===== src/hw/icache_pkg.sv =====
// icache geometry is fixed here: 8 KiB direct mapped, 32-byte lines, 16-bit bus, read only
`default_nettype none

package icache_pkg;

   // cache geometry
   localparam int NUM_SETS   = 256;
   localparam int LINE_BEATS = 16;
   localparam int LINE_BYTES = 32;

   // field positions in the byte address
   // tag 31..13, set 12..5, halfword offset 4..1
   localparam int TAG_LSB = 13;
   localparam int SET_LSB = 5;
   localparam int OFF_LSB = 1;

   typedef logic [31:0] addr_t;
   typedef logic [18:0] tag_t;
   typedef logic [7:0]  set_t;
   // halfword offset in a line, also the refill beat number
   typedef logic [3:0]  beat_t;
   typedef logic [15:0] half_t;
   typedef logic [31:0] word_t;

   // one cache line as seen by the tag store
   typedef struct packed {
      set_t set;
      tag_t tag;
   } line_ref_t;

   // fetch result: instruction halfword then 32-bit immediate
   typedef struct packed {
      half_t inst;
      word_t imm;
   } fetch_win_t;

   // wishbone style read request
   typedef struct packed {
      logic  cyc;
      logic  stb;
      addr_t adr;
   } bus_req_t;

   typedef enum logic [1:0] {
      FILL_IDLE   = 2'd0,
      FILL_FIRST  = 2'd1,
      FILL_SECOND = 2'd2,
      FILL_DONE   = 2'd3
   } fill_state_e;

endpackage

`default_nettype wire


===== src/hw/icache_beat_counter.sv =====
// counts acks within one line; wraps after the 16th beat so each line starts at beat 0
`timescale 1ns/1ps
`default_nettype none

module icache_beat_counter (
   input  logic              clk_i,
   input  logic              rst_i,
   input  logic              adv_i,
   output icache_pkg::beat_t beat_o,
   output logic              last_o
);

   import icache_pkg::*;

   beat_t beat_q;

   always_ff @(posedge clk_i)
   begin
      if (rst_i)
      begin
         beat_q <= '0;
      end
      else if (adv_i)
      begin
         // natural wrap from 15 to 0
         beat_q <= beat_q + beat_t'(1);
      end
   end

   assign beat_o = beat_q;
   // an ack in this state finishes the line
   assign last_o = (beat_q == beat_t'(LINE_BEATS - 1));

endmodule

`default_nettype wire


===== config.mk =====
export PLATFORM = sky130hd
export DESIGN_NAME = icache_beat_counter
export DESIGN_NICKNAME = d
export VERILOG_FILES = /design/src/hw/icache_pkg.sv /design/src/hw/icache_beat_counter.sv
export SDC_FILE = /design/constraint.sdc
export NUM_CORES = 1
export LEC_CHECK = 0
export BUFFER_PORTS_ARGS = -buffer_cell sky130_fd_sc_hd__buf_2
export CORE_AREA = 2 2 39 41
export CTS_CLUSTER_SIZE = 8
export DETAILED_ROUTE_END_ITERATION = 7
export DIE_AREA = 0 0 41 43
export GPL_ROUTABILITY_DRIVEN = 1
export PLACE_DENSITY_LB_ADDON = 0.3
export SLEW_MARGIN = 30
export SYNTH_ARGS = -nofsm -noshare
export SYNTH_HDL_FRONTEND = slang
export SYNTH_SLANG_ARGS = --single-unit

===== constraint.sdc =====
create_clock -name clk_i -period 1.35 [get_ports clk_i]
set_clock_uncertainty 0.15 [all_clocks]
set_input_delay 0.0675 -clock clk_i [delete_from_list [all_inputs] [get_ports clk_i]]
set_output_delay 0.0675 -clock clk_i [all_outputs]
set_load 0.01 [all_outputs]

# Yosys cells after proc, flatten, opt, wreduce, memory -nomap -nowiden
# Index checks and enable logic that the tools add are counted.
# classes
add_sub_neg,1
n_eq_ne,1
# op_table
operator,n
$add A4 B1 Y4 const B,1
$eq A4 B4 Y1 const B,1
# totals
reg_bits,4
output_inout_bits,5
elab_cells,3

# Longest topological paths before layout
# logic_depth
ltp_word,1
ltp_mapped,3

# Worst setup path before layout
# Ideal clock, no wire load.
# synth_path
kind,register to register
from,register beat_q[0] (netlist: beat_o[0])
to,register beat_q[3] (netlist: beat_o[3])
n_path_buf,0
t_required_ns,1.079
setup_time_ns,0.121
arrival_time_ns,0.842
path_slack_ns,0.237
stages_incl_launch_ff,3
cell_sequence,dfxtp_1 nand4_2 mux2_4
# synth_via
elab_chain_cells,1
# synth_lines
item,line_no,rtl
from (decl),icache_beat_counter.sv:15,beat_t beat_q;
from (signal assigned),icache_beat_counter.sv:26,beat_q <= beat_q + beat_t'(1);
$add A4 B1 Y4,icache_beat_counter.sv:26,
# Every way passes these cells.
# A chain may end at the register's enable or synchronous reset.

# Final worst setup path
# layout_path
from,register beat_q[0] (netlist: beat_o[0])
to,output last_o
# layout_via
elab_chain_cells,1
# layout_lines
item,line_no,rtl
$eq A4 B4 Y1,icache_beat_counter.sv:32,assign last_o = (beat_q == beat_t'(LINE_BEATS - 1));
to (decl),icache_beat_counter.sv:10,output logic last_o
# Every way passes these cells.

==> metrics.md <==
| Metric | Value |
|---|---|
| Status | `finished, final reports clean` |
| Final WL | `approximately 430 µm` |
| Max Cap Violations | `0` |
| Hpwl dp | `324 µm` |
| Synth async-reset ratio | `0` |
| Final net count | `34` |
| CP Max Fanout | `4` |
| Global-route wire length before repair | `about 690 µm` |
| Post-Syn Area per Cell | `10.9 µm²` |
| F_max | `777 MHz` |
| # H-tree levels | `1` |
| Crit path capture type | `output pin` |
| Vias/cell | `about 3.7` |
| Initial core utilization | `0.134` |
| Power Density | `1170 nW/µm²` |
| WP data arrival | `1070 ps` |
| Clock-pin slew on the worst setup and hold paths | `40 ps` |
| Cell Area, Synth | `185 µm²` |
| Top cells by count, synth | `dfxtp_1 (4), nor2_1 (3)` |
| Pin count of the biggest net entering global routing | `6` |
| Total Die Area | `1760 µm²` |
| Drc violations | `0` |
| Synth Flop Type | `dfxtp_1` |
| Post-route ant nets | `0` |
| Port bufs | `7` |
| Setup Fix Bufs, Post-CTS | `0` |
| Clock root buffer | `clkbuf_4` |
| Drt first pass iters | `2` |
| I/O pin cnt | `8` |
| Ant diodes | `0` |
| Worst-margin pin slew | `160 ps` |
| Total power | `roughly 0.00033 W` |
| Most common cell in the synthesized netlist | `dfxtp_1` |
| CORE AREA | `1380 µm²` |
| Share of the synthesized area in the top cell type | `0.432` |
| Reg2Reg Setup Slack | `270 ps` |
| Sequential fraction of the synthesis area | `0.432` |
| # clock sinks | `4` |
| Clock latency on the worst-skew pair | `240 ps` |
| Kind of critical path | `flip-flop to output pin` |
| Die X | `41 µm` |
| Crit path time final | `approximately 1300 ps` |
| Vias in the first global route | `167` |
| CP Launch Type | `flip-flop` |
| Initial drt markers | `4` |
| RSZ-0062 raised after global routing | `false` |
| Max reg flops | `4` |
| Leakage | `0.143 nW` |
| Syn Inst Count | `17` |
| Total number of vias | `164` |
| Worst min path class | `input pin to flip-flop` |
| Final worst-path cycle share | `0.953` |
| Maximum root-to-sink buffer count | `2` |
| Share of post-route cells with drive strength above 1 | `0.571` |
| Unique masters post-synth | `12` |
| Total Routing Usage GR | `0.0662` |
| Final Max Slew Viols | `0` |
| Post-Route Setup TNS | `0 ps` |
| FP Rows | `14` |
| Detailed-route wire length per cell | `slightly below 10 µm` |
| Antenna violations before repair | `0` |
| Fin. Hold Viols | `0` |
| Gpl congestion | `0.476` |
| # setup viols final | `0` |
| Ranking of synthesized cells by area | `dfxtp_1 (43%), mux2_4 (8.1%), ha_1 (6.8%), nand4_2 (6.8%), nor2_1 (6.1%)` |
| Seq cells post-synth | `4` |
| Critical path required time | `1130 ps` |
| Syn-to-layout area delta | `50.0%` |
| Slew headroom | `0.893` |
| CTS Buf Count | `3` |
| Count of yosys warnings during synthesis | `0` |
| Syn nets | `21` |
| Maximum vdd drop | `0.000342 V` |
| TritonCTS clock tree | `built` |
| Post-synth top area cell | `dfxtp_1` |
| Die H | `43 µm` |
| EDFF count, synth | `0` |
| Gr ovfl total | `0` |
## final timing paths
| kind | startpoint | to | cells after the start |
|---|---|---|---|
| worst max-delay path | beat_o[0] | last_o | 3 |
| worst min-delay path | adv_i | beat_o[2] | 3 |
| worst max register to register | beat_o[2] | beat_o[3] | 2 |
| worst min register to register | beat_o[1] | beat_o[1] | 2 |
## worst max-delay path, stage by stage (launching register included)
cell and delay (ps):
dfxtp_2 330, ha_2 200, and3_1 170, buf_2 130
## repair_timing
| item | 4_1_cts | 5_1_grt |
|---|---|---|
| endpoints found under the setup margin | 1 | 1 |
| gates cloned | 0 | 0 |
| hold endpoints to repair | 3 | 0 |
| hold buffers | 1 | 0 |
| resized for setup | 2 | 1 |
## placed cells by master, fill, tap and decap left out, drive strengths merged, types with 3 or more instances in the layout
master / count
nor2: 3
dfxtp: 4
clkbuf: 3
buf: 7
## stage by stage
step | instances | util | hold WS, ps | setup WS [ps] | area [µm²]
2_1_floorplan | 17 | - | -13.4 | 237 | 185
3_3_place_gp | 40 | 0.174 | 138 | 275 | 240
3_5_place_dp | 40 | 0.174 | 151 | 226 | 240
4_1_cts | 44 | 0.200 | 19.9 | 13.3 | 277
5_1_grt | 44 | 0.201 | 42.8 | 5.06 | 278
6_report | 44 | 0.201 | 22.4 | 63.0 | 278
## kinds of logic (layout without fill, tap and decap cells)
kind of cell             after synthesis  after routing  synth area share
adder cells (fa/ha/maj)                1              1            0.0676
buffers and inverters                  0             11                 0
XOR/XNOR                               1              1            0.0473
AND/OR/NAND/NOR                        7              7             0.237
AO/OA/AOI/OAI                          2              2            0.0811
flip-flops                             4              4             0.432
multiplexers                           2              2             0.135
## routing by layer
| layer | GRT usage | vias up | wire, µm |
|---|---|---|---|
| met3 | 0.0785 | 0 | 84 |
| met1 | 0.0705 | 69 | 196 |
| met2 | 0.0719 | 12 | 145 |
| met5 | 0 | - | 0 |
| li1 | - | 83 | - |
| met4 | 0.0400 | 0 | 0 |
## cell type report
class,instances,area [µm²]
Tap cell,16,20.0
Timing Repair Buffer,8,45.0
Sequential cell,4,82.6
Clock buffer,3,22.5
Multi-Input combinational cell,13,108
Fill cell,158,1110
## report_power, final
group,total [W],internal [W],switching (W)
registers,0.000135,0.000127,0.00000832
clock network,0.000154,0.0000998,0.0000546
logic,0.0000355,0.0000181,0.0000174
Power figures use the tool's default switching activity.
