**src/hw/icache_pkg.sv**
```systemverilog
// icache geometry is fixed here: 8 KiB direct mapped, 32-byte lines, 16-bit bus, read only
`default_nettype none

package icache_pkg;

   // cache geometry
   localparam int NUM_SETS   = 256;
   localparam int LINE_BEATS = 16;
   localparam int LINE_BYTES = 32;

   // field positions in the byte address
   // tag 31..13, set 12..5, halfword offset 4..1
   localparam int TAG_LSB = 13;
   localparam int SET_LSB = 5;
   localparam int OFF_LSB = 1;

   typedef logic [31:0] addr_t;
   typedef logic [18:0] tag_t;
   typedef logic [7:0]  set_t;
   // halfword offset in a line, also the refill beat number
   typedef logic [3:0]  beat_t;
   typedef logic [15:0] half_t;
   typedef logic [31:0] word_t;

   // one cache line as seen by the tag store
   typedef struct packed {
      set_t set;
      tag_t tag;
   } line_ref_t;

   // fetch result: instruction halfword then 32-bit immediate
   typedef struct packed {
      half_t inst;
      word_t imm;
   } fetch_win_t;

   // wishbone style read request
   typedef struct packed {
      logic  cyc;
      logic  stb;
      addr_t adr;
   } bus_req_t;

   typedef enum logic [1:0] {
      FILL_IDLE   = 2'd0,
      FILL_FIRST  = 2'd1,
      FILL_SECOND = 2'd2,
      FILL_DONE   = 2'd3
   } fill_state_e;

endpackage

`default_nettype wire

```
**src/hw/icache_fill_ctrl.sv**
```systemverilog
// one beat outstanding at a time; fetch address must stay steady until ready, no bus errors
`timescale 1ns/1ps
`default_nettype none

module icache_fill_ctrl (
   input  logic                  clk_i,
   input  logic                  rst_i,
   input  logic                  fetch_valid_i,
   // line at the address and the line after it
   input  icache_pkg::line_ref_t first_i,
   input  icache_pkg::line_ref_t second_i,
   input  logic                  hit_first_i,
   input  logic                  hit_second_i,
   input  logic                  need_second_i,
   // bus acknowledge and beat counter
   input  logic                  bus_ack_i,
   input  logic                  last_beat_i,
   input  icache_pkg::beat_t     beat_i,
   output icache_pkg::bus_req_t  bus_o,
   // refill writes
   output logic                  fill_we_o,
   output icache_pkg::set_t      fill_set_o,
   output logic                  tag_we_o,
   output icache_pkg::line_ref_t tag_wr_o
);

   import icache_pkg::*;

   fill_state_e state_q;
   // line being refilled
   line_ref_t   cur_q;

   logic miss_first;
   logic miss_second;
   logic active;
   logic line_done;

   assign miss_first  = fetch_valid_i && !hit_first_i;
   // second line matters only when the window crosses into it
   assign miss_second = fetch_valid_i && need_second_i && !hit_second_i;
   assign active      = (state_q == FILL_FIRST) || (state_q == FILL_SECOND);
   // 16th ack of the current line
   assign line_done   = active && bus_ack_i && last_beat_i;

   always_ff @(posedge clk_i)
   begin
      if (rst_i)
      begin
         state_q <= FILL_IDLE;
      end
      else
      begin
         case (state_q)
            FILL_IDLE:
            begin
               if (miss_first)
                  state_q <= FILL_FIRST;
               else if (miss_second)
                  state_q <= FILL_SECOND;
            end
            FILL_FIRST:
            begin
               // go straight on to the next line, stb stays high
               if (line_done)
                  state_q <= miss_second ? FILL_SECOND : FILL_DONE;
            end
            FILL_SECOND:
            begin
               if (line_done)
                  state_q <= FILL_DONE;
            end
            FILL_DONE:
            begin
               // one quiet cycle with cyc and stb low
               state_q <= FILL_IDLE;
            end
         endcase
      end
   end

   // line reference latched when a refill starts
   always_ff @(posedge clk_i)
   begin
      if (state_q == FILL_IDLE)
         cur_q <= miss_first ? first_i : second_i;
      else if ((state_q == FILL_FIRST) && line_done)
         cur_q <= second_i;
   end

   // cyc and stb follow the state, so they rise one clock after the miss
   assign bus_o.cyc = active;
   assign bus_o.stb = active;
   // beat count steps the address by 2 after every ack
   assign bus_o.adr = {cur_q.tag, cur_q.set, beat_i, 1'b0};

   assign fill_we_o  = active && bus_ack_i;
   assign fill_set_o = cur_q.set;
   assign tag_we_o   = line_done;
   assign tag_wr_o   = cur_q;

endmodule

`default_nettype wire

```
**config.mk**
```make
export PLATFORM = sky130hd
export DESIGN_NAME = icache_fill_ctrl
export DESIGN_NICKNAME = d
export VERILOG_FILES = /design/src/hw/icache_pkg.sv /design/src/hw/icache_fill_ctrl.sv
export SDC_FILE = /design/constraint.sdc
export NUM_CORES = 1
export LEC_CHECK = 0
export ABC_AREA = 1
export ABC_CLOCK_PERIOD_IN_PS = 9650
export BUFFER_PORTS_ARGS = -buffer_cell sky130_fd_sc_hd__buf_2
export CAP_MARGIN = 25
export CORE_UTILIZATION = 44
export CTS_BUF_LIST = sky130_fd_sc_hd__clkbuf_8
export DETAILED_ROUTE_END_ITERATION = 10
export GPL_TIMING_DRIVEN = 0
export PLACE_DENSITY = 0.88
export SLEW_MARGIN = 10
export SYNTH_ARGS = -nofsm -noshare
export SYNTH_HDL_FRONTEND = slang
export SYNTH_SLANG_ARGS = --single-unit
```
**constraint.sdc**
```tcl
create_clock -name clk_i -period 9.65 [get_ports clk_i]
set_input_delay 0.4825 -clock clk_i [delete_from_list [all_inputs] [get_ports clk_i]]
set_output_delay 0.4825 -clock clk_i [all_outputs]
set_load 0.1 [all_outputs]
```
After elaboration in Yosys (flattened, before gate mapping) --
Cells that the tools add are included.
Operators by class: magnitude comparators 0, $add $sub $neg 0, reduce and logical (&&, ||, !) cells 12, mux-type cells 9, multipliers 0, bitwise operators 0, equality and inequality tests 6, shift-type cells 0, div/mod/pow operators 0
Operators by type and width (number):
- $mux 27 | 3
- $mux 2 | 4
- $pmux 2 s4 | 1
- $logic_and 1x1->1 | 6
- $eq 2x2->1 const B | 2
- $ne 2x2->1 const B | 2
- $ne 3x3->1 const B | 1
- $reduce_and 3->1 | 1
- $eq 2x1->1 const B | 1
- $logic_not 1->1 | 2
- $logic_not 2->1 | 1
- $reduce_bool 2->1 | 1
- $logic_or 1x1->1 | 1
- $mux 1 | 1
Word-level totals: register bits 29, bits of input ports 66, bits in writable memories 0, memory bits (read-only) 0, latch bits 0, logic and storage cells 30, output and inout bits 71, memories 0

Depth between registers and ports, before layout --
Gate-level depths: netlist of the first run.
word-level depth 7, mapped depth 9, mapped depth without buffers 9

Worst setup path before layout of the first run --
OpenSTA, ideal clock, no wires.
path type register to register, start point register state_q[0], end point register cur_q (netlist bit bus_o[13]) (enable), required time 9.201 ns, arrival 2.785 ns, buffers on the path 0, cell stages (with the launch flop) 5, clock period less this slack 3.233 ns, library setup time 0.449 ns, slack 6.417 ns, path through dfxtp_1 inv_1 ha_1 nand3_1 o21ai_0
On the way: word-level cells in the longest chain between the ends 6, elaborated cells between the ends (all ways) 8, those cells by class eq/ne (2); reduce/logical (6)
RTL lines:
- start, declared | RTL line icache_fill_ctrl.sv:29 | fill_state_e state_q;
- start signal, assigned | RTL line icache_fill_ctrl.sv:65 | state_q <= miss_second ? FILL_SECOND : FILL_DONE;
- $eq 2x1->1 or $eq 2x2->1 (tied branches) | RTL line icache_fill_ctrl.sv:41 | assign active = (state_q == FILL_FIRST) || (state_q == FILL_SECOND);
- $logic_or 1x1->1 (*) | RTL line icache_fill_ctrl.sv:41
- net active | RTL line icache_fill_ctrl.sv:35 | logic active;
- $logic_and 1x1->1 (*) (2 in series) | RTL line icache_fill_ctrl.sv:43 | assign line_done = active && bus_ack_i && last_beat_i;
- $logic_and 1x1->1 (*) | RTL line icache_fill_ctrl.sv:86 | else if ((state_q == FILL_FIRST) && line_done)
- $reduce_bool 2->1 (no source line) (*)
- end signal, assigned | RTL line icache_fill_ctrl.sv:85 | cur_q <= miss_first ? first_i : second_i;
- end signal, assigned | RTL line icache_fill_ctrl.sv:87 | cur_q <= second_i;
- end, declared | RTL line icache_fill_ctrl.sv:31 | line_ref_t cur_q;
Mark *: on every way through the listed nets, which the timed path passes. The rest lies on a longest branch. A chain may end at the register's enable or synchronous reset.

Final worst setup path of the first run --
start point register state_q[0], end point output port tag_we_o
On the way: word-level cells in the longest chain between the ends 4, elaborated cells between the ends (all ways) 5, those cells by class eq/ne (2); reduce/logical (3)
RTL lines:
- $eq 2x1->1 or $eq 2x2->1 (tied branches) | RTL line icache_fill_ctrl.sv:41
- $logic_or 1x1->1 (*) | RTL line icache_fill_ctrl.sv:41
- net active | RTL line icache_fill_ctrl.sv:35
- $logic_and 1x1->1 (*) (2 in series) | RTL line icache_fill_ctrl.sv:43
- end, declared | RTL line icache_fill_ctrl.sv:23 | output logic tag_we_o,
Marks and branches as above.

==> results.md, run 1 <==
* CTS clock-pin slew for the worst setup and hold paths at 0.06 ns
* Yosys top cell by area: edfxtp_1
* Register area at 851 um^2
* Synth async-reset ratio at 0%
* Worst EP required at 9.17 ns
* Slew HR at 53.5%
* Antenna-violating nets left at 0
* WS Path Type: flip-flop to primary output
* CP Capture Type: primary output
* GRT Resource Usage Total at 16.9%
* Dominant cells by area after synthesis: edfxtp_1, buf_4, mux2_4, mux2_2, nand2_1
* Arr. time, crit path at 1.70 ns
* Share of the synthesized area in the top cell type at 46.2%
* Full die area at 4240 um^2
* Clock latency on the worst-skew pair at 0.27 ns
* # rows at 22
* Area of the multi-input gates at 528 um^2
* Number of global-route vias before repair at 1316
* Status: complete, no violations
* Grt ovf at 0
* Distinct cells, synth at 15
* Hpwl dp at 3180 um
* RD Place Congestion at 0.647
* DR pass1 iterations at 4
* Worst Clk Skew at 0.00618 ns
* Core Region at 3740 um^2
* Layout Nets at 345
* Setup repair bufs after CTS at 0
* Met3 usage in global routing at 5.56%
* Setup TNS at 0 ns
* Ratio of cells with drive above 1 in the final layout at 75.8%
* Max-slew violations at 0
* CTS buffer count at 5
* Area Overhead vs Synth at 46.4%
* Fin crit share at 22.6%
* Root buf cell: clkbuf_8
* Die Width at 65.1 um
* DP Cell Count at 317
* Gr busiest metal: met2
* Mapped Nets at 206
* Synth warn at 0
* Final Hold Fails at 0
* Average cell area after synthesis at 12.8 um^2
* RSZ-0062 raised after global routing: no
* Hold crit path type: primary input to flip-flop
* Final non-filler cell total at 325
* CTS Sinks at 29
* Fmax at 0.459 GHz
* DR vias/cell at 4.38
* Top-count cell post-synth: buf_4
* Number of synthesized flops with an enable pin at 27
* Iter 0 DRT Violations at 21
* GR Util met2 at 32.9%
* Setup Viol. Count Final at 0
* Worst-path maximum fanout at 5
* # diodes at 0
* Synth Register Bits at 29
* Crit path launch type: flip-flop
* GR Util met1 at 16.0%
* Primary FF master, synth: edfxtp_1
* Synth top cells by count: buf_4, edfxtp_1, mux2_4, nand2_1, inv_1
* Maximum clock path buffer count at 2
* Routed wire length at 3820 um
* Post-Syn Area at 1750 um^2
* Port-buffer cells at 131
* Cts hold-fix bufs at 0
* WL per Instance at 11.8 um
* Drt drc at 0
* Initial antenna violation count at 0
* Post-layout min period at 2.18 ns
* Num ports at 137
* Worst slew pin tran at 0.697 ns
* CTS resizes at 0
* H-tree levels at 2
* First-pass GRT wire length at 5380 um
* Seq/Total Area, Yosys at 48.5%
* TritonCTS clock tree: yes
* Number of fill cells in the layout at 292
* Largest net degree at the start of global routing at 16
* Number of max-cap violations at 0
* DR vias at 1424
* Height of the die at 65.1 um
* Cells after Synth at 137
* Initial Util at 46.9%
state kept, by name (all words and copies together) (netlist names):
register,count
fill_set_o,8
bus_o,19
state_q,2
cell type report:
class	instances	share of cell area, %
Buffer	44	13.2
Clock inverter	3	0.438
Sequential cell	29	33.1
Multi-Input combinational cell	53	20.6
Timing Repair Buffer	132	26.1
Clock buffer	5	2.68
Tap cell	48	2.34
Inverter	11	1.61
metrics by stage:
| step | setup slack (ns) | cell area, um^2 | hold WS (ns) | utilization [%] |
|---|---|---|---|---|
| 2_1_floorplan | 6.42 | 1750 | 0.450 | - |
| 3_3_place_gp | 5.62 | 2470 | 0.469 | 66.0 |
| 3_5_place_dp | 7.56 | 2490 | 0.472 | 66.5 |
| 4_1_cts | 7.46 | 2570 | 0.375 | 68.6 |
| 5_1_grt | 7.35 | 2570 | 0.394 | 68.6 |
| 6_report | 7.47 | 2570 | 0.386 | 68.6 |
routing by layer:
layer / wire, um / vias up
met4: 76 / 0
li1: - / 695
met1: 1290 / 632
met5: 0 / -
met3: 413 / 9
met2: 2040 / 88
final timing paths:
check,slack [ns],depth (start not counted),to,start
worst max register to register,7.59,5,fill_set_o[0],state_q[0]
worst max-delay path,7.47,5,tag_we_o,state_q[0]
worst min register to register,0.50,2,state_q[0],state_q[0]
worst min-delay path,0.39,2,state_q[0],rst_i
kinds of logic (layout without fill, tap and decap cells):
group	after synthesis	after routing	synth area share, %
and+or+nand+nor	19	19	5.06
AOI/OAI and AO/OA	3	3	0.856
other	1	1	0.214
DFF	29	29	48.5
buffers and inverters	55	195	21.6
adders and majority gates	3	3	2.14
muxes	27	27	21.6
critical path: stages (launching register included):
cell and delay, ns:
dfxtp_1 0.36, inv_1 0.08, ha_1 0.35, nand3_1 0.15, inv_1 0.07, buf_2 0.42
layout by cell type (no fill, tap or decap):
master,n
buf_4,42
dfxtp_1,2
edfxtp_1,27
buf_6,2
conb_1,1
ha_1,3
nor2_1,2
buf_2,131
nand3_4,1
nand3_1,3
clkbuf_8,5
o21ai_2,1
nand2_1,13
mux2_4,20
a21oi_1,2
inv_1,14
buf_8,1
mux2_2,7
Power of run 1 is left out: the tool's default activity adds up to more than one toggle a clock period on the data nets, which glitch-free logic cannot reach.
==> inputs of run 2 (changes only) <==
Settings changed: ABC_CLOCK_PERIOD_IN_PS 9650 to 1900, CORE_UTILIZATION 44 to 37, PLACE_DENSITY 0.88 to 0.79.
Clock period 9.65 ns to 1.9 ns, I/O delays scaled along.
==> run 2 against run 1 <==
Die area up 18%. Critical path type unchanged. Final cell count up 2.2%. Worst hold slack worse by 0.26 ns. Clock skew down 0.0037 ns. Critical path depth unchanged. Register-to-register slack worse by 7.4 ns. Routed wire length down 4.4%. Critical endpoint unchanged. Highest routed layer unchanged.
==> results.md, run 2 (synthesized netlist as in run 1, its figures left out) <==
* Fin crit share at 90.5%
* CTS buffer count at 5
* DR pass1 iterations at 6
* Full die area at 5020 um^2
* Grt ovf at 0
* Clock latency on the worst-skew pair at 0.27 ns
* Number of max-cap violations at 0
* Setup TNS at 0 ns
* Worst Clk Skew at 0.00247 ns
* Max reg flops at 19
* Crit path launch type: flip-flop
* Fmax at 0.581 GHz
* Post-layout min period at 1.72 ns
* # rows at 24
* Core Region at 4440 um^2
* WL per Instance at 11.0 um
* DR vias at 1415
* Most common cell after layout, fill and taps aside: buf_2
* Drt drc at 0
* Die Width at 70.9 um
* Commonest non-fill, non-tap cells in the layout: buf_2, buf_4, edfxtp_1, mux2_4, nand2_1
* Number of fill cells in the layout at 391
* WS Path Type: flip-flop to primary output
* Gr busiest metal: met2
* Ratio of cells with drive above 1 in the final layout at 76.4%
* RSZ-0062 raised after global routing: no
* Num ports at 137
* Port-buffer cells at 131
* Worst hold slack at 0.123 ns
* Area Overhead vs Synth at 50.0%
* # diodes at 0
* DR vias/cell at 4.26
* Final Hold Fails at 0
* Routed wire length at 3650 um
* Arr. time, crit path at 1.62 ns
* CTS clock-pin slew for the worst setup and hold paths at 0.06 ns
* CTS Sinks at 29
* First-pass GRT wire length at 5350 um
* Final non-filler cell total at 332
* Initial Util at 39.5%
* Setup Viol. Count Final at 0
* Root buf cell: clkbuf_8
* RD Place Congestion at 0.727
* Hold crit path type: primary input to flip-flop
* Max-slew violations at 0
* Height of the die at 70.9 um
* Worst-path maximum fanout at 5
* Layout Nets at 349
* GR Util met2 at 26.4%
* GR Util met1 at 14.4%
* Antenna-violating nets left at 0
* Largest net degree at the start of global routing at 15
* TritonCTS clock tree: yes
* Hpwl dp at 2920 um
* Worst EP required at 1.80 ns
* CP Capture Type: primary output
* Post-layout util at 59.2%
* Number of global-route vias before repair at 1176
* DP Cell Count at 320
* Met3 usage in global routing at 5.41%
* Iter 0 DRT Violations at 50
* Initial antenna violation count at 0
* H-tree levels at 2
* Maximum clock path buffer count at 2
* Status: complete, no violations
* GRT Resource Usage Total at 14.1%
==> run 2: metrics by stage <==
step / instance area, um^2 / setup WS (ns)
global route: 2630 / 0.0545
global placement: 2490 / -0.129
CTS: 2610 / 0.0764
floorplan: 1770 / 0.120
detailed placement: 2490 / -0.170
finish: 2630 / 0.180
==> run 2: layout make-up <==
cell class	instances	area (um^2)	area share [%]
flip-flops and latches	29	851	32.3
repair buffers	135	703	26.7
well taps	52	65.1	2.47
clock buffers	5	68.8	2.62
inverters	11	41.3	1.57
plain buffers	44	338	12.8
multi-input cells	54	557	21.2
clock inverters	2	7.51	0.285
==> run 2: worst paths after layout <==
path | from | cells after the start | slack, ns | to
setup / recovery | state_q[0] | 5 | 0.18 | tag_we_o
hold / removal | second_i[10] | 2 | 0.12 | bus_o[23]
hold reg to reg | state_q[0] | 2 | 0.48 | state_q[0]
setup reg to reg | state_q[0] | 5 | 0.24 | fill_set_o[2]
==> run 2: metal layers <==
layer  vias to the layer above  share of wire [%]
met5                         -                  0
met3                         6                7.6
met2                        71                 54
li1                        702                  -
met4                         0                1.1
met1                       636                 38
==> run 2: critical path, stage by stage, from the launching register on <==
cell and delay, ns:
dfxtp_1 0.35, inv_1 0.07, ha_1 0.37, nand3_2 0.18
inv_1 0.09, buf_4 0.28
==> run 2: what timing repair did <==
action,4_1_cts,5_1_grt
setup buffers,2,1
hold buffers,1,0
gates resized for setup,3,0
hold endpoints to repair,1,0
pin swaps,2,1
gates cloned,1,0
setup endpoints to repair,27,14
Power of run 2 is left out for the same reason.
==> inputs of run 3 (changes only) <==
Settings changed: ABC_AREA 1 to 0.
==> run 3 against run 2 <==
The flow now finishes with violations (DRC). Final cell count fell by 5.1%. Highest routed layer unchanged. Die area is 0.34% higher. Worst hold slack lost 0.0097 ns. Count of clock-buffer cells in the layout unchanged. Via count down 4.6%. Critical endpoint unchanged. Sequential share of layout area increased by 0.077 points. Area after synthesis increased by 0.36%. Final area decreased by 0.24%. Register-to-register slack improved by 0.03 ns.
==> results.md, run 3 <==
* Status: finished with violations
* Violated checks: DRC
* Num ports at 137
* Seq/Total Area, Yosys at 48.3%
* Layout Nets at 331
* CP top delay family: buffers and inverters
* Fmax at 0.577 GHz
* Dominant cells by area after synthesis: edfxtp_1, buf_4, mux2_4, mux2_2, buf_12
* Final non-filler cell total at 315
* CP Capture Type: primary output
* CP Buf/Inv Count at 3
* H-tree levels at 2
* WL met3 at 257 um
* TritonCTS clock tree: yes
* Number of global-route vias before repair at 1326
* Routed wire length at 3750 um
* Hold crit path type: primary input to flip-flop
* Cells after Synth at 123
* Xor/xnor cell area share of the yosys netlist at 0%
* Setup TNS at 0 ns
* CTS Sinks at 29
* Post-Syn Area at 1760 um^2
* WS Path Type: flip-flop to primary output
* Initial Util at 39.3%
* Post-synthesis mux area share at 22.1%
* Synth async-reset ratio at 0%
* Post-layout util at 58.7%
* Commonest non-fill, non-tap cells in the layout: buf_2, buf_4, edfxtp_1, mux2_4, mux2_2
* First-pass GRT wire length at 5560 um
* DP Cell Count at 306
* Core Region at 4470 um^2
* RD Place Congestion at 0.692
* Height of the die at 71.0 um
* Critical-path top delay cell: buf_2
* Grt ovf at 0
* Crit path launch type: flip-flop
* GRT Resource Usage Total at 14.6%
* Die Width at 71.0 um
* Crit-path max cell delay at 0.42 ns
* Arr. time, crit path at 1.64 ns
* Drt drc at 9
* RSZ-0062 raised after global routing: no
* Final Hold Fails at 0
* Adder-cell share of the synthesized area at 2.13%
* DR vias/cell at 4.29
* Post-layout min period at 1.73 ns
* R2r startpoint: state_q[1]
* Setup repair bufs after CTS at 0
* WP depth at 5
* Initial antenna violation count at 0
* Top Metal Used: met4
* Number of max-cap violations at 0
* Worst EP required at 1.80 ns
* Mapped Nets at 192
* Worst-path maximum fanout at 5
* Reg2reg setup slack at 0.27 ns
* CTS buffer count at 5
* Full die area at 5040 um^2
* Compound-gate portion of the synthesized area at 2.91%
* Worst Clk Skew at 0.00808 ns
* Synth warn at 0
* Yosys top cell by area: edfxtp_1
* Hpwl dp at 3030 um
* Average cell area after synthesis at 14.3 um^2
* Worst r2r dst: fill_set_o[4]
* # rows at 24
* Antenna-violating nets left at 0
* Root buf cell: clkbuf_8
* Area Overhead vs Synth at 49.1%
* Largest net degree at the start of global routing at 28
* Maximum clock path buffer count at 2
* Fin crit share at 91.2%
* R2r worst-path depth at 5
* Crit path to: tag_we_o
* Synth Register Bits at 29
* DR pass1 iterations at 7
* Top-count cell post-synth: buf_4
* WL met2 at 2080 um
* Max-slew violations at 0
* CP Cell Sequence: inv_1 -> ha_4 -> nand3_2 -> clkinvlp_4 -> buf_2
* Synth top cells by count: buf_4, edfxtp_1, mux2_4, mux2_2
* DR vias at 1350
* CTS clock-pin slew for the worst setup and hold paths at 0.06 ns
* Setup Viol. Count Final at 0
* Share of the synthesized area in the top cell type at 46.1%
* CP startpoint: state_q[1]
* Ratio of cells with drive above 1 in the final layout at 81.4%
* Max reg flops at 19
* Synth Area in Simple Gates at 2.84%
* Iter 0 DRT Violations at 41
* # diodes at 0
* Most common cell after layout, fill and taps aside: buf_2
* Number of synthesized flops with an enable pin at 27
* Distinct cells, synth at 24
* WL per Instance at 11.9 um
* Primary FF master, synth: edfxtp_1
* Met1 WL at 1360 um
* Clock latency on the worst-skew pair at 0.28 ns
* Main combinational cell family by area after synthesis: multiplexers
* Port-buffer cells at 131
[run 3: cell count changes after synthesis, sizes merged, moves of 2 or more]
cell	delta
nand3b	+2
inv	-8
a32o	+2
nand2	-12
nand3	-3
[run 3: through the flow]
step                      area, um^2  hold WS (ns)  setup slack (ns)
final                           2630         0.113             0.167
after global routing            2630         0.106             0.107
after CTS                       2630         0.105             0.157
after detailed placement        2510         0.301             0.289
after global placement          2510         0.299             0.305
after floorplan                 1790         0.174          0.000913
[run 3: worst reg2reg max path: cells and delay by family, from the launching register on]
family	cells	cell delay, ns
buffers and inverters	2	0.19
AND/OR/NAND/NOR	1	0.11
AO/OA/AOI/OAI	1	0.33
adder cells (fa/ha/maj)	1	0.30
flip-flops	1	0.33
[run 3: cell families (layout without fill, tap and decap cells)]
group	count (synthesis)	count (layout)
AO/OA/AOI/OAI	6	6
adder cells (fa/ha/maj)	3	3
buffers and inverters	48	188
flip-flops	29	29
multiplexers	28	28
other	1	1
AND/OR/NAND/NOR	8	8
[run 3: worst min-delay path by stage]
stage / cells past startpoint / to / startpoint
3_5_place_dp: 2 / state_q[1] / rst_i
3_3_place_gp: 2 / state_q[1] / rst_i
4_1_cts: 2 / fill_set_o[7] / first_i[26]
5_1_grt: 2 / bus_o[29] / first_i[16]
2_1_floorplan: 1 / state_q[1] / rst_i
6_report: 2 / bus_o[29] / first_i[16]
[run 3: metal layers]
metal / track usage (%) / vias to the layer above
li1: - / 672
met1: 13.8 / 599
met2: 28.5 / 72
met3: 3.99 / 7
met4: 7.78 / 0
met5: 0 / -
[run 3: area by class of cell]
class,count,area [um^2]
fill,391,1850
multi-input combinational,46,556
sequential,29,851
clock buffer,5,68.8
clock inverter,3,37.5
inverter,3,15.0
tap,52,65.1
timing repair buffer,132,666
buffer,45,367
[run 3: what timing repair did]
item                                   in CTS  in global routing
hold buffers                                1                  0
endpoints found under the hold margin       1                  0
gates resized for setup                     0                  0
Power of run 3 is left out for the same reason.
